$ cat src/rtl/retire_pkg.sv
// Retire subsystem shared definitions

package retire_pkg;

    ////////////////////////////////////////////////////////////////////
    // Widths and fixed addresses
    ////////////////////////////////////////////////////////////////////

    localparam int          TAG_W         = 3;              // Instruction tag width
    localparam logic [31:0] TRAP_VECTOR   = 32'h0000_0100;  // Machine-mode handler entry
    localparam logic [31:0] MTIMECMP_ADDR = 32'hFFFF_0000;  // Timer compare register

    ////////////////////////////////////////////////////////////////////
    // Operation class of the retiring instruction
    ////////////////////////////////////////////////////////////////////

    typedef enum logic [3:0] {
        OP_ALU,         // Plain register result
        OP_LB,          // Signed byte load
        OP_LBU,         // Unsigned byte load
        OP_LH,          // Signed halfword load
        OP_LHU,         // Unsigned halfword load
        OP_LW,          // Word load
        OP_STORE,
        OP_BRANCH,
        OP_ECALL,
        OP_EBREAK,
        OP_MRET
    } instr_op_e;

    // mcause values, interrupt flag folded into its own code
    typedef enum logic [4:0] {
        EXC_NONE       = 5'd0,
        EXC_ILLEGAL    = 5'd2,
        EXC_BREAKPOINT = 5'd3,
        EXC_ECALL_M    = 5'd11,
        IRQ_MTIMER     = 5'd16
    } exc_code_e;

    // Trap controller state
    typedef enum logic {
        TS_RUN,         // Normal flow, interrupts enabled
        TS_HANDLER      // Inside trap handler, interrupts masked
    } trap_state_e;

endpackage

$ cat src/rtl/load_aligner.sv
// Load data aligner

`timescale 1ns/100ps

module load_aligner (
    input  retire_pkg::instr_op_e op_i,           // Load flavour
    input  logic [1:0]            byte_offset_i,  // Address bits 1:0
    input  logic [31:0]           mem_data_i,     // Raw word from memory
    output logic [31:0]           load_data_o     // Aligned and extended value
);

    logic [7:0]  byte_sel;    // Addressed byte
    logic [15:0] half_sel;    // Addressed halfword

    // Byte lane picked by the full offset
    assign byte_sel = mem_data_i[{byte_offset_i, 3'b000} +: 8];

    // Halfword picked by offset bit 1 only
    assign half_sel = byte_offset_i[1] ? mem_data_i[31:16] : mem_data_i[15:0];

    ////////////////////////////////////////////////////////////////////
    // Extension per load type
    ////////////////////////////////////////////////////////////////////

    always_comb begin
        case (op_i)
            retire_pkg::OP_LB: begin
                load_data_o = {{24{byte_sel[7]}}, byte_sel};     // Sign extend
            end
            retire_pkg::OP_LBU: begin
                load_data_o = {24'h00_0000, byte_sel};           // Zero extend
            end
            retire_pkg::OP_LH: begin
                load_data_o = {{16{half_sel[15]}}, half_sel};
            end
            retire_pkg::OP_LHU: begin
                load_data_o = {16'h0000, half_sel};
            end
            default: begin
                load_data_o = mem_data_i;   // LW and non-loads pass through
            end
        endcase
    end

endmodule

$ cat src/rtl/retire.sv
// Retire stage

`timescale 1ns/100ps

module retire (
    input  logic                          clk,
    input  logic                          reset,
    input  logic [31:0]                   result0_i,          // ALU result or store data
    input  logic [31:0]                   result1_i,          // Address or jump target
    input  logic [retire_pkg::TAG_W-1:0]  tag_i,              // Path tag of this instruction
    input  retire_pkg::instr_op_e         op_i,
    input  logic                          write_enable_i,     // Regbank write request
    input  logic [3:0]                    mem_write_enable_i, // Store byte mask
    input  logic                          jump_i,             // Taken branch or jump
    input  logic                          exception_i,        // Illegal instruction
    input  logic [31:0]                   mem_data_i,         // Load data
    input  logic                          irq_pending_i,      // Enabled interrupt waiting
    output logic                          regbank_write_enable_o,
    output logic [31:0]                   regbank_data_o,
    output logic                          jump_o,
    output logic [31:0]                   jump_target_o,
    output logic                          killed_o,
    output logic [3:0]                    mem_write_enable_o,
    output logic [31:0]                   mem_write_address_o,
    output logic [31:0]                   mem_data_o,
    output logic [retire_pkg::TAG_W-1:0]  current_tag_o,
    output logic                          raise_exception_o,
    output retire_pkg::exc_code_e         exception_code_o,
    output logic                          machine_return_o,
    output logic                          interrupt_ack_o
);

    logic [retire_pkg::TAG_W-1:0] curr_tag;     // Tag of the live path
    logic                         killed;
    logic                         is_load;
    logic [31:0]                  load_data;    // Aligned load value

    assign killed        = (tag_i != curr_tag);   // Stale path
    assign killed_o      = killed;
    assign current_tag_o = curr_tag;

    ////////////////////////////////////////////////////////////////////
    // Writeback
    ////////////////////////////////////////////////////////////////////

    assign is_load = op_i inside {retire_pkg::OP_LB, retire_pkg::OP_LBU, retire_pkg::OP_LH,
                                  retire_pkg::OP_LHU, retire_pkg::OP_LW};

    load_aligner u_load_aligner (
        .op_i          (op_i),
        .byte_offset_i (result1_i[1:0]),
        .mem_data_i    (mem_data_i),
        .load_data_o   (load_data)
    );

    assign regbank_write_enable_o = write_enable_i && !killed;
    assign regbank_data_o         = is_load ? load_data : result0_i;

    ////////////////////////////////////////////////////////////////////
    // Jump and store gating
    ////////////////////////////////////////////////////////////////////

    assign jump_o        = jump_i && !killed;
    assign jump_target_o = jump_o ? result1_i : 32'h0;

    always_comb begin
        if (mem_write_enable_i != 4'b0000 && !killed) begin
            mem_write_enable_o  = mem_write_enable_i;
            mem_write_address_o = result1_i;
            mem_data_o          = result0_i;
        end else begin
            mem_write_enable_o  = 4'b0000;    // Killed or not a store
            mem_write_address_o = 32'h0;
            mem_data_o          = 32'h0;
        end
    end

    ////////////////////////////////////////////////////////////////////
    // Trap decision
    ////////////////////////////////////////////////////////////////////

    always_comb begin
        raise_exception_o = 1'b0;
        exception_code_o  = retire_pkg::EXC_NONE;
        machine_return_o  = 1'b0;
        interrupt_ack_o   = 1'b0;
        if (!killed) begin
            if (exception_i) begin                          // Highest priority
                raise_exception_o = 1'b1;
                exception_code_o  = retire_pkg::EXC_ILLEGAL;
            end else if (op_i == retire_pkg::OP_ECALL) begin
                raise_exception_o = 1'b1;
                exception_code_o  = retire_pkg::EXC_ECALL_M;
            end else if (op_i == retire_pkg::OP_EBREAK) begin
                raise_exception_o = 1'b1;
                exception_code_o  = retire_pkg::EXC_BREAKPOINT;
            end else if (op_i == retire_pkg::OP_MRET) begin
                machine_return_o  = 1'b1;
            end else if (irq_pending_i && !jump_i) begin     // Never on top of a jump
                interrupt_ack_o   = 1'b1;
            end
        end
    end

    // New path after every control-flow change
    always_ff @(posedge clk) begin
        if (reset) begin
            curr_tag <= '0;
        end else if (jump_o || raise_exception_o || machine_return_o || interrupt_ack_o) begin
            curr_tag <= curr_tag + 1'b1;
        end
    end

endmodule

$ cat src/rtl/trap_ctrl.sv
// Machine-mode trap controller

`timescale 1ns/100ps

module trap_ctrl (
    input  logic                    clk,
    input  logic                    reset,
    input  logic [31:0]             pc_i,               // PC of retiring instruction
    input  logic                    raise_exception_i,
    input  retire_pkg::exc_code_e   exception_code_i,
    input  logic                    machine_return_i,   // MRET retired
    input  logic                    interrupt_ack_i,
    input  logic                    timer_irq_i,        // Timer level
    output logic                    irq_pending_o,      // Masked interrupt to retire
    output logic                    trap_redirect_o,    // Fetch redirect request
    output logic [31:0]             trap_target_o,
    output retire_pkg::exc_code_e   mcause_o,
    output retire_pkg::trap_state_e trap_state_o
);

    retire_pkg::trap_state_e state;
    retire_pkg::trap_state_e state_next;
    logic [31:0]             mepc;          // Return address
    retire_pkg::exc_code_e   mcause;
    logic                    mie;           // Interrupt enable
    logic                    trap_entry;    // Exception or interrupt taken

    assign mie           = (state == retire_pkg::TS_RUN);   // Masked in handler
    assign irq_pending_o = timer_irq_i && mie;
    assign trap_entry    = raise_exception_i || interrupt_ack_i;
    assign mcause_o      = mcause;
    assign trap_state_o  = state;

    ////////////////////////////////////////////////////////////////////
    // Fetch redirect, same cycle
    ////////////////////////////////////////////////////////////////////

    assign trap_redirect_o = trap_entry || machine_return_i;

    always_comb begin
        if (machine_return_i) begin
            trap_target_o = mepc;                       // Back to saved PC
        end else if (trap_entry) begin
            trap_target_o = retire_pkg::TRAP_VECTOR;
        end else begin
            trap_target_o = 32'h0;
        end
    end

    ////////////////////////////////////////////////////////////////////
    // FSM
    ////////////////////////////////////////////////////////////////////

    always_comb begin
        state_next = state;
        case (state)
            retire_pkg::TS_RUN:     if (trap_entry)       state_next = retire_pkg::TS_HANDLER;
            retire_pkg::TS_HANDLER: if (machine_return_i) state_next = retire_pkg::TS_RUN;
            default:                state_next = retire_pkg::TS_RUN;
        endcase
    end

    always_ff @(posedge clk) begin
        if (reset) begin
            state  <= retire_pkg::TS_RUN;
            mepc   <= 32'h0;
            mcause <= retire_pkg::EXC_NONE;
        end else begin
            state <= state_next;
            if (raise_exception_i) begin
                mepc   <= pc_i;                 // Re-execute faulting instruction
                mcause <= exception_code_i;
            end else if (interrupt_ack_i) begin
                mepc   <= pc_i + 32'd4;         // Interrupted instruction completes
                mcause <= retire_pkg::IRQ_MTIMER;
            end
        end
    end

endmodule

$ cat src/rtl/machine_timer.sv
// Machine timer

`timescale 1ns/100ps

module machine_timer (
    input  logic        clk,
    input  logic        reset,
    input  logic [3:0]  mem_write_enable_i,     // Retired store mask
    input  logic [31:0] mem_write_address_i,
    input  logic [31:0] mem_data_i,             // Store data
    output logic        timer_irq_o             // Level interrupt
);

    logic [31:0] mtime;       // Free-running counter
    logic [31:0] mtimecmp;    // Compare value
    logic        cmp_write;

    // Full-word store to the compare address only
    assign cmp_write = (mem_write_enable_i == 4'b1111)
                    && (mem_write_address_i == retire_pkg::MTIMECMP_ADDR);

    always_ff @(posedge clk) begin
        if (reset) begin
            mtime    <= 32'h0;
            mtimecmp <= 32'hFFFF_FFFF;      // Never fires before first write
        end else begin
            mtime <= mtime + 32'd1;
            if (cmp_write) begin
                mtimecmp <= mem_data_i;
            end
        end
    end

    assign timer_irq_o = (mtime >= mtimecmp);   // Held until compare moves

endmodule

$ cat src/rtl/retire_top.sv
// Retire subsystem top level

`timescale 1ns/100ps

module retire_top (
    input  logic                          clk,
    input  logic                          reset,
    input  logic [31:0]                   instruction_i,      // Encoded word of retiring instr
    input  logic [31:0]                   pc_i,
    input  logic [31:0]                   result0_i,
    input  logic [31:0]                   result1_i,
    input  logic [retire_pkg::TAG_W-1:0]  tag_i,
    input  retire_pkg::instr_op_e         op_i,
    input  logic                          write_enable_i,
    input  logic [3:0]                    mem_write_enable_i,
    input  logic                          jump_i,
    input  logic                          exception_i,
    input  logic [31:0]                   mem_data_i,
    output logic                          regbank_write_enable_o,
    output logic [31:0]                   regbank_data_o,
    output logic                          jump_o,
    output logic [31:0]                   jump_target_o,
    output logic                          killed_o,
    output logic [3:0]                    mem_write_enable_o,
    output logic [31:0]                   mem_write_address_o,
    output logic [31:0]                   mem_data_o,
    output logic [retire_pkg::TAG_W-1:0]  current_tag_o,
    output logic                          raise_exception_o,
    output retire_pkg::exc_code_e         exception_code_o,
    output logic                          machine_return_o,
    output logic                          interrupt_ack_o,
    output logic                          trap_redirect_o,
    output logic [31:0]                   trap_target_o,
    output retire_pkg::exc_code_e         mcause_o,
    output retire_pkg::trap_state_e       trap_state_o,
    output logic                          timer_irq_o
);

    logic irq_pending;    // Enabled interrupt, trap ctrl to retire

    retire u_retire (
        .clk                    (clk),
        .reset                  (reset),
        .result0_i              (result0_i),
        .result1_i              (result1_i),
        .tag_i                  (tag_i),
        .op_i                   (op_i),
        .write_enable_i         (write_enable_i),
        .mem_write_enable_i     (mem_write_enable_i),
        .jump_i                 (jump_i),
        .exception_i            (exception_i),
        .mem_data_i             (mem_data_i),
        .irq_pending_i          (irq_pending),
        .regbank_write_enable_o (regbank_write_enable_o),
        .regbank_data_o         (regbank_data_o),
        .jump_o                 (jump_o),
        .jump_target_o          (jump_target_o),
        .killed_o               (killed_o),
        .mem_write_enable_o     (mem_write_enable_o),
        .mem_write_address_o    (mem_write_address_o),
        .mem_data_o             (mem_data_o),
        .current_tag_o          (current_tag_o),
        .raise_exception_o      (raise_exception_o),
        .exception_code_o       (exception_code_o),
        .machine_return_o       (machine_return_o),
        .interrupt_ack_o        (interrupt_ack_o)
    );

    trap_ctrl u_trap_ctrl (
        .clk               (clk),
        .reset             (reset),
        .pc_i              (pc_i),
        .raise_exception_i (raise_exception_o),
        .exception_code_i  (exception_code_o),
        .machine_return_i  (machine_return_o),
        .interrupt_ack_i   (interrupt_ack_o),
        .timer_irq_i       (timer_irq_o),
        .irq_pending_o     (irq_pending),
        .trap_redirect_o   (trap_redirect_o),
        .trap_target_o     (trap_target_o),
        .mcause_o          (mcause_o),
        .trap_state_o      (trap_state_o)
    );

    // Compare register snoops the gated store port
    machine_timer u_machine_timer (
        .clk                 (clk),
        .reset               (reset),
        .mem_write_enable_i  (mem_write_enable_o),
        .mem_write_address_i (mem_write_address_o),
        .mem_data_i          (mem_data_o),
        .timer_irq_o         (timer_irq_o)
    );

endmodule

$ cat config.mk
export PLATFORM = sky130hd
export DESIGN_NAME = retire_top
export DESIGN_NICKNAME = d
export VERILOG_FILES = /design/src/rtl/retire_pkg.sv /design/src/rtl/load_aligner.sv /design/src/rtl/retire.sv /design/src/rtl/trap_ctrl.sv /design/src/rtl/machine_timer.sv /design/src/rtl/retire_top.sv
export SDC_FILE = /design/constraint.sdc
export NUM_CORES = 1
export LEC_CHECK = 0
export ABC_AREA = 1
export BUFFER_PORTS_ARGS = -buffer_cell sky130_fd_sc_hd__buf_2
export CORE_ASPECT_RATIO = 0.9
export CORE_UTILIZATION = 25
export CTS_CLUSTER_SIZE = 40
export DETAILED_ROUTE_END_ITERATION = 8
export MAX_ROUTING_LAYER = met4
export SLEW_MARGIN = 10
export SYNTH_ARGS = -nofsm -noshare
export SYNTH_HDL_FRONTEND = slang
export SYNTH_SLANG_ARGS = --single-unit
$ cat constraint.sdc
create_clock -name clk -period 2.19 [get_ports clk]
set_input_delay 0.1095 -clock clk [delete_from_list [all_inputs] [get_ports clk]]
set_output_delay 0.1095 -clock clk [all_outputs]
set_load 0.005 [all_outputs]
# Yosys cells after proc, flatten, opt, wreduce, memory -nomap -nowiden
# Cells that the tools add are included.
# word_totals
out_inout_bits,186
reg_bits,105
input_bits,176
word_cells,74
# op_classes
n_lt_le_gt_ge,1
n_bitwise,1
addsub,3
shifts,1
n_eq_ne,11
n_mux,35
n_reduce_logical,16
# ops
cell,n
$mux 32,7
$pmux 32 s4,1
$add 32x1->32 const B,1
$add 32x3->32 const B,1
$eq 32x32->1 const B,1
$ge 32x32->1,1
$shiftx 32x6->8,1
$mux 5,5
$mux 1,17
$eq 4x4->1 const B,4
$mux 16,1
$mux 9,1
$eq 4x2->1 const B,2
$eq 4x3->1 const B,2
$logic_and 1x1->1,6
$logic_or 1x1->1,5
$reduce_bool 5->1,1
$eq 4x1->1 const B,1
$mux 4,1
$reduce_bool 4->1,1
$add 3x1->3 const B,1
$ne 3x3->1,1
$logic_not 1->1,2
$mux 2,1
other kinds (3),3

# Longest topological paths before layout
# Gate-level depths: netlist (run 1).
# depth
depth_word,12
depth_mapped,18
ltp_nobuf,18

# Hierarchy
# Synthesis (run 1) repeated with hierarchy kept, for this count alone.
# unflattened
hier_cells,1487
area_unflattened_um2,8997.4
# by_module_without_submodules
module,area_per_inst_um2,seq_area_each_um2,cells_per_inst,n_inst
machine_timer,3822.4,1281.2,549,1
trap_ctrl,2512.4,760.7,416,1
retire,1824.2,60.1,327,1
load_aligner,838.3,0.0,195,1

# Worst setup path after synthesis (run 1)
# No wires, ideal clock.
# synth_path
path_kind,register to register
start,register u_machine_timer.mtime[9]
end,"register u_retire.curr_tag, in the netlist u_retire.current_tag_o[2]"
setup_time_ps,115
stages_incl_launch_ff,17
path_slack_ps,234
arrival_time_ps,1841
cell_sequence,dfxtp_1 -> ha_1 -> nand2_1 -> nand2_1 -> nand2_1 -> nand2_1 -> nand2_1 -> nand2_1 -> nor2_1 -> nand2_1 -> nand2_1 -> nand2_1 -> nand2_1 -> clkbuf_1 -> nand3b_1 -> nand2_1 -> nor2_1
# synth_between
elab_chain_len,10
# synth_rtl
element,line,rtl
"start, declared",machine_timer.sv:14,logic [31:0] mtime;
"start signal, assigned",machine_timer.sv:27,mtime <= mtime + 32'd1;
$ge 32x32->1,machine_timer.sv:34,assign timer_irq_o = (mtime >= mtimecmp);
via timer_irq_o,retire_top.sv:36,output logic timer_irq_o
$logic_and 1x1->1,trap_ctrl.sv:29,assign irq_pending_o = timer_irq_i && mie;
$logic_and 1x1->1,retire.sv:99,end else if (irq_pending_i && !jump_i) begin
$mux 1,retire.sv:99,
$mux 1,retire.sv:97,end else if (op_i == retire_pkg::OP_MRET) begin
$mux 1,retire.sv:94,end else if (op_i == retire_pkg::OP_EBREAK) begin
$mux 1,retire.sv:91,end else if (op_i == retire_pkg::OP_ECALL) begin
$mux 1,retire.sv:88,if (exception_i) begin
$mux 1,retire.sv:87,if (!killed) begin
$logic_or 1x1->1,retire.sv:109,end else if (jump_o || raise_exception_o || machine_return_o || interrupt_ack_o) begin
"end signal, assigned",retire.sv:110,curr_tag <= curr_tag + 1'b1;
"end, declared",retire.sv:33,logic [retire_pkg::TAG_W-1:0] curr_tag;
# The timed path passes the listed nets, and every way through them passes these cells.
# A chain may end at the register's enable or synchronous reset.

# Final worst setup path (run 1)
# layout_path
start,"register u_retire.curr_tag, in the netlist u_retire.current_tag_o[1]"
end,output mem_data_o[9]
# layout_between
elab_chain_len,4
# layout_rtl
element,line,rtl
$ne 3x3->1,retire.sv:38,assign killed = (tag_i != curr_tag);
$logic_not 1->1,retire.sv:67,if (mem_write_enable_i != 4'b0000 && !killed) begin
$logic_and 1x1->1,retire.sv:67,
$mux 32,retire.sv:67,
"end, declared",retire_top.sv:26,"output logic [31:0] mem_data_o,"
# No other way between the ends.

==> flow_metrics.env, run 1 <==
export IMPL_ys_flop_type="dfxtp_1"
export IMPL_cts_tree="yes"
export IMPL_crit_type="register to output port"
export IMPL_power_switching_mw=1.808
export IMPL_io_pins=362
export IMPL_grt_max_degree=83
export IMPL_max_slew_worst_pin_slew_ps=531.5
export IMPL_maxSlewHeadroom=0.6435
export IMPL_num_vias=10230
export IMPL_p_per_area_mw_per_mm2=443.7
export IMPL_synth_edf_count=0
export IMPL_p_comb_frac=0.301
export IMPL_synthSimpleGateAreaFrac=0.3889
export IMPL_p_int_mw=3.393
export IMPL_crit_start="u_retire.current_tag_o[1]"
export IMPL_drtIter0Drc=618
export IMPL_worstPathMaxFanout=39
export IMPL_crit_path_start_kind="register"
export IMPL_timing_rr_start="u_machine_timer.mtimecmp[3]"
export IMPL_avgSynthCellArea_um2=5.819
export IMPL_synth_cells=1437
export IMPL_grt_pass1_vias=9368
export IMPL_cts_buffer_depth=2
export IMPL_ys_warn_count=0
export IMPL_cap_violations=0
export IMPL_hold_violations=0
export IMPL_die_y_um=175.5
export IMPL_dp_slack_ps=16.19
export IMPL_hold_class="input pin to register"
export IMPL_finish_utilization=0.3558
export IMPL_synth_yosys_seq_area_share=0.2490
export IMPL_totalWireLength_um=33110
export IMPL_synth_compound_area_frac=0.1371
export IMPL_ys_seq_elements=104
export IMPL_fin_crit_ps=2174
export IMPL_reg2reg_depth=18
export IMPL_start_util=0.2538
export IMPL_antenna_found_initial=1
export IMPL_synth_xor_area_frac=0.03127
export IMPL_clkPwrFrac=0.314
export IMPL_worstHoldStart="pc_i[17]"
export IMPL_synth_mux_area_fraction=0.002394
export IMPL_post_drt_wl_per_cell_um=15.07
export IMPL_finalPower_mw=5.201
export IMPL_dpl_cell_count=2167
export IMPL_viasPerCell=4.656
export IMPL_dpl_hpwl_um=25640
export IMPL_cp_arrival_ps=2060
export IMPL_peakVddDrop_v=0.0003878
export IMPL_min_period_over_period=0.9925
export IMPL_seqCellArea_mm2=0.002148
export IMPL_switching_share=0.3477
export IMPL_worstSkewPairLatency_ps=380
export IMPL_drive_above_1_share=0.3185
export IMPL_multi_input_area_mm2=0.005639
export IMPL_maxSlewViolCount=0
export IMPL_drt_pass1_iter_count=5
export IMPL_stdcell_area_mm2=0.01172
export IMPL_clock_sinks=104
export IMPL_yosysUniqueCellTypes=44
export IMPL_grt_overflow=0
export IMPL_n_fill_cell=3630
export IMPL_areaGrowthSynthToFinish_pct=40.19
export IMPL_worst_ep_required_time_ps=2080
export IMPL_die_w_um=194.8
export IMPL_io_buffers=326
export IMPL_clkTransAtPathRegs_ps=80
export IMPL_route_detailed_drc=0
export IMPL_fin_skew_ps=19.34
export IMPL_p_leak_nw=6.321
export IMPL_rsz0062_at_grt="true"
export IMPL_die_area_mm2=0.03418
export IMPL_fmax_ghz=0.4601
export IMPL_root_buffer="clkbuf_16"
export IMPL_placed_area_mm2=0.01063
export IMPL_min_delay_path_depth=5
export IMPL_crit_path_end_kind="output port"
export IMPL_setup_ws_ps=16.49
export IMPL_setup_tns_ps=0
export IMPL_synthArstFlopShare=0
export IMPL_gr_usage_all_layers=0.1937
export IMPL_cts_made_buffers=9
export IMPL_core_area_mm2=0.03295
export IMPL_outcome="completed"
export IMPL_syn_area_mm2=0.008362
export IMPL_synth_adder_area_share=0.05237
export IMPL_setup_viol=0
export IMPL_final_nets=1980
export IMPL_gp_congestion=0.9554
export IMPL_synth_top_family_by_area="simple AND/OR/NAND/NOR gates"
export IMPL_final_antenna_net_count=0
export IMPL_rows=63
export IMPL_final_cell_count_no_fill=2197
export IMPL_seq_power_share=0.385
export IMPL_h_tree_depth=3
export IMPL_whs_ps=117.8
export IMPL_grt_pass1_wl_um=51220
[final cells by class]
| class | count | area share |
|---|---|---|
| inverter | 224 | 0.07215 |
| antenna | 1 | 0.0002135 |
| clock buffer | 10 | 0.02039 |
| multi-input combinational | 1046 | 0.4811 |
| timing repair buffer | 384 | 0.1936 |
| sequential | 104 | 0.1833 |
| clock inverter | 6 | 0.004269 |
| tap | 422 | 0.04504 |
[routing by layer]
metal | GRT usage | routed length, um
met5 | - | 0
met4 | 0.04068 | 435
met3 | 0.03975 | 2160
met2 | 0.3099 | 15140
met1 | 0.2514 | 15370
[cell usage in the layout, fill, tap and decap left out, drive strengths merged, types with 3 or more instances in the layout]
cell    netlist  final
xnor2         7      7
a21oi        91     91
o21bai        7      7
ha           35     35
nand3       129    129
o22ai         6      6
clkbuf       42     11
clkinv        3      6
nor3         34     34
dfxtp       104    104
nor2        314    314
nand4        10     10
a211oi        8      8
nand2       279    279
o21a         10     10
a31oi         4      4
xor2         22     22
o21ai        54     54
conb          1      3
a22oi        16     16
buf          23    380
nand3b        5      5
inv         221    223
[kinds of logic (layout without fill, tap and decap cells)]
family	Yosys count	count (layout)
other	1	4
muxes	2	2
AOI/OAI and AO/OA	202	202
buffers and inverters	289	624
DFF	104	104
xor gates and xnor gates	29	29
and+or+nand+nor	775	775
adders and majority gates	35	35
[power by group through the flow]
stage               clock network [mW]  logic, mW  registers (mW)
floorplan                            0      0.821            2.04
global placement                     0       1.47            2.04
detailed placement                   0       1.48            2.05
CTS                               1.70       1.53            2.00
global route                      1.76       1.74            2.01
finish                            1.63       1.56            2.00
[registers in the layout, summed over array words and instances, names as in the netlist]
| register | count |
|---|---|
| u_machine_timer.mtime | 32 |
| u_machine_timer.mtimecmp | 32 |
| u_trap_ctrl.mepc | 32 |
| u_trap_ctrl.mcause_o | 4 |
| u_retire.current_tag_o | 3 |
| u_trap_ctrl.trap_state_o | 1 |
[cells in the mapped netlist, types with 6 or more instances]
cell type	number	area share
a211oi_1	8	0.0072
xnor2_1	6	0.0063
o21bai_1	7	0.0063
a22oi_1	16	0.014
o21a_1	10	0.0090
buf_4	7	0.0063
nand4_1	10	0.0075
inv_1	219	0.098
o21ai_0	50	0.030
nand2_1	276	0.12
nor3_1	33	0.020
ha_1	35	0.052
o22ai_1	6	0.0045
a21oi_1	91	0.054
xor2_1	22	0.023
buf_1	7	0.0031
nand3_1	126	0.075
dfxtp_1	104	0.25
nor2_1	305	0.14
clkbuf_1	39	0.018
[what timing repair did]
item,in CTS,in global routing
buffers inserted,6,3
endpoints found under the setup margin,34,147
hold buffers,2,0
gates resized for setup,114,66
endpoints found under the hold margin,2,0
pin swaps,51,19
cloned,2,1
[final timing paths]
| kind | end | slack, ps |
|---|---|---|
| setup / recovery | mem_data_o[9] | 20 |
| hold / removal | u_trap_ctrl.mepc[17] | 120 |
| setup reg to reg | u_trap_ctrl.mcause_o[3] | 60 |
| hold reg to reg | u_machine_timer.mtimecmp[31] | 460 |
[critical path, stage by stage (launching register included)]
cell	delay (ps)
dfxtp_1	360
xnor2_2	300
nand3_2	300
buf_8	280
nor2_1	250
buf_2	170
Note: power is estimated with default switching activity, not from simulation.
==> run 2: changes to the inputs <==
- MAX_ROUTING_LAYER: met4 -> not set
- SKIP_LAST_GASP: not set -> 1
==> flow_metrics.env, run 2 (synthesis results as in run 1) <==
export IMPL_final_nets=1988
export IMPL_grt_pass1_vias=9496
export IMPL_fin_skew_ps=11.63
export IMPL_p_int_mw=3.413
export IMPL_crit_type="register to output port"
export IMPL_power_switching_mw=1.812
export IMPL_worstSkewPairLatency_ps=370
export IMPL_hold_path_end="u_trap_ctrl.mepc[17]"
export IMPL_max_slew_worst_pin_slew_ps=566.2
export IMPL_r2r_end="u_trap_ctrl.mepc[16]"
export IMPL_viasPerCell=4.626
export IMPL_peakVddDrop_v=0.0003696
export IMPL_dpl_cell_count=2173
export IMPL_drt_pass1_iter_count=5
export IMPL_hold_class="input pin to register"
export IMPL_final_antenna_net_count=0
export IMPL_setup_ws_ps=3.378
export IMPL_h_tree_depth=3
export IMPL_antenna_cells=0
export IMPL_drtIter0Drc=652
export IMPL_final_cell_count_no_fill=2204
export IMPL_cts_buffer_depth=2
export IMPL_min_delay_path_depth=5
export IMPL_worstPathMaxFanout=4
export IMPL_gp_congestion=0.9472
export IMPL_layout_common_cells="buf_2, nor2_1, nand2_1"
export IMPL_clkPwrFrac=0.319
export IMPL_core_area_mm2=0.03295
export IMPL_hold_violations=0
export IMPL_crit_path_start_kind="register"
export IMPL_p_comb_frac=0.299
export IMPL_totalWireLength_um=32520
export IMPL_clock_sinks=104
export IMPL_cts_tree="yes"
export IMPL_start_util=0.2538
export IMPL_setup_tns_ps=0
export IMPL_areaGrowthSynthToFinish_pct=39.08
export IMPL_switching_share=0.3468
export IMPL_io_buffers=326
export IMPL_drive_above_1_share=0.3025
export IMPL_cts_made_buffers=9
export IMPL_largest_registers="u_machine_timer.mtime x32, u_machine_timer.mtimecmp x32, u_trap_ctrl.mepc x32"
export IMPL_whs_ps=124.8
export IMPL_cp_arrival_ps=2080
export IMPL_gr_usage_all_layers=0.1857
export IMPL_r2r_slack_ps=120
export IMPL_outcome="completed"
export IMPL_io_pins=362
export IMPL_die_area_mm2=0.03418
export IMPL_crit_path_end_kind="output port"
export IMPL_maxSlewHeadroom=0.6202
export IMPL_timing_rr_start="u_machine_timer.mtimecmp[14]"
export IMPL_cap_violations=0
export IMPL_worstHoldStart="pc_i[17]"
export IMPL_grt_overflow=0
export IMPL_num_vias=10196
export IMPL_grt_max_degree=60
export IMPL_final_common_cell="buf_2"
export IMPL_clkTransAtPathRegs_ps=80
export IMPL_p_leak_nw=6.300
export IMPL_stdcell_area_mm2=0.01163
export IMPL_placed_area_mm2=0.01066
export IMPL_route_detailed_drc=0
export IMPL_min_period_over_period=0.9985
export IMPL_rows=63
export IMPL_grt_pass1_wl_um=50540
export IMPL_die_w_um=194.8
export IMPL_fmax_ghz=0.4573
export IMPL_seq_power_share=0.382
export IMPL_root_buffer="clkbuf_16"
export IMPL_reg2reg_depth=15
export IMPL_worst_ep_required_time_ps=2080
export IMPL_antenna_found_initial=0
export IMPL_p_per_area_mw_per_mm2=449.3
export IMPL_dp_slack_ps=-20.49
export IMPL_post_drt_wl_per_cell_um=14.75
export IMPL_fin_crit_ps=2187
export IMPL_rsz0062_at_grt="true"
export IMPL_setup_viol=0
export IMPL_dpl_hpwl_um=25660
export IMPL_maxSlewViolCount=0
export IMPL_die_y_um=175.5
run 2: cell types whose count changed in the layout (fill, tap and decap cells not counted), moves of 4 or more:
cell     before  now
nor2_2       23   19
a21oi_2      15    4
nor2_4       12    5
inv_6         1    5
buf_4        40   53
a21oi_1      75   87
dfxtp_2      47   36
dfxtp_1      55   65
nor2_1      278  289
run 2: worst max path at each step:
stage	start	to	slack [ps]	cells after the start
after CTS	u_machine_timer.mtimecmp[1]	interrupt_ack_o	-20	14
after detailed placement	u_machine_timer.mtimecmp[30]	u_trap_ctrl.mepc[1]	-20	13
after global placement	u_machine_timer.mtimecmp[25]	u_retire.current_tag_o[0]	-10	13
after global routing	u_machine_timer.mtimecmp[15]	trap_target_o[8]	-150	14
after floorplan	u_machine_timer.mtime[9]	u_retire.current_tag_o[2]	230	16
final	u_machine_timer.mtimecmp[20]	trap_target_o[8]	3	13
run 2: routing by layer:
layer / global-route usage / vias up / share of wire
li1: - / 5226 / -
met4: 0.05512 / 0 / 0.021
met3: 0.03994 / 36 / 0.068
met2: 0.3075 / 362 / 0.45
met5: 0 / - / 0
met1: 0.2413 / 4572 / 0.46
run 2: stage by stage:
stage,power [mW],utilization
global route,5.545,0.3530
global placement,3.524,0.3235
CTS,5.288,0.3478
floorplan,2.864,-
detailed placement,3.540,0.3235
finish,5.225,0.3530
run 2: cell type report:
cell class                      instances  area [um^2]
Multi-Input combinational cell       1046         5540
Clock buffer                           10        239.0
Clock inverter                          6        58.81
Fill cell                            3617        21320
Timing Repair Buffer                  392         2277
Inverter                              224        848.3
Sequential cell                       104         2138
Tap cell                              422        528.0
run 2: worst max-delay path, stage by stage, from the launching register on:
cell     delay (ps)
dfxtp_1         350
inv_1            60
ha_1            200
a21oi_2         110
nor2_1           50
nor2_1          100
nand3_1          90
a21oi_2         210
nand2_4          90
nand2_4         100
nand2_4          60
inv_4            80
nand2_2          70
buf_6           120
run 2: power groups by stage:
| stage | clock network [mW] | logic (mW) | registers, mW |
|---|---|---|---|
| final | 1.67 | 1.56 | 2.00 |
| after global routing | 1.81 | 1.73 | 2.01 |
| after CTS | 1.74 | 1.55 | 2.00 |
| after detailed placement | 0 | 1.50 | 2.04 |
| after global placement | 0 | 1.48 | 2.04 |
| after floorplan | 0 | 0.821 | 2.04 |
run 2: repair_timing:
item / in CTS / in global routing
buffers inserted: 11 / 2
gates resized for setup: 92 / 42
pin swaps: 51 / 22
endpoints found under the hold margin: 2 / 0
setup endpoints to repair: 62 / 107
hold buffers: 2 / 0
cloned: 1 / 0
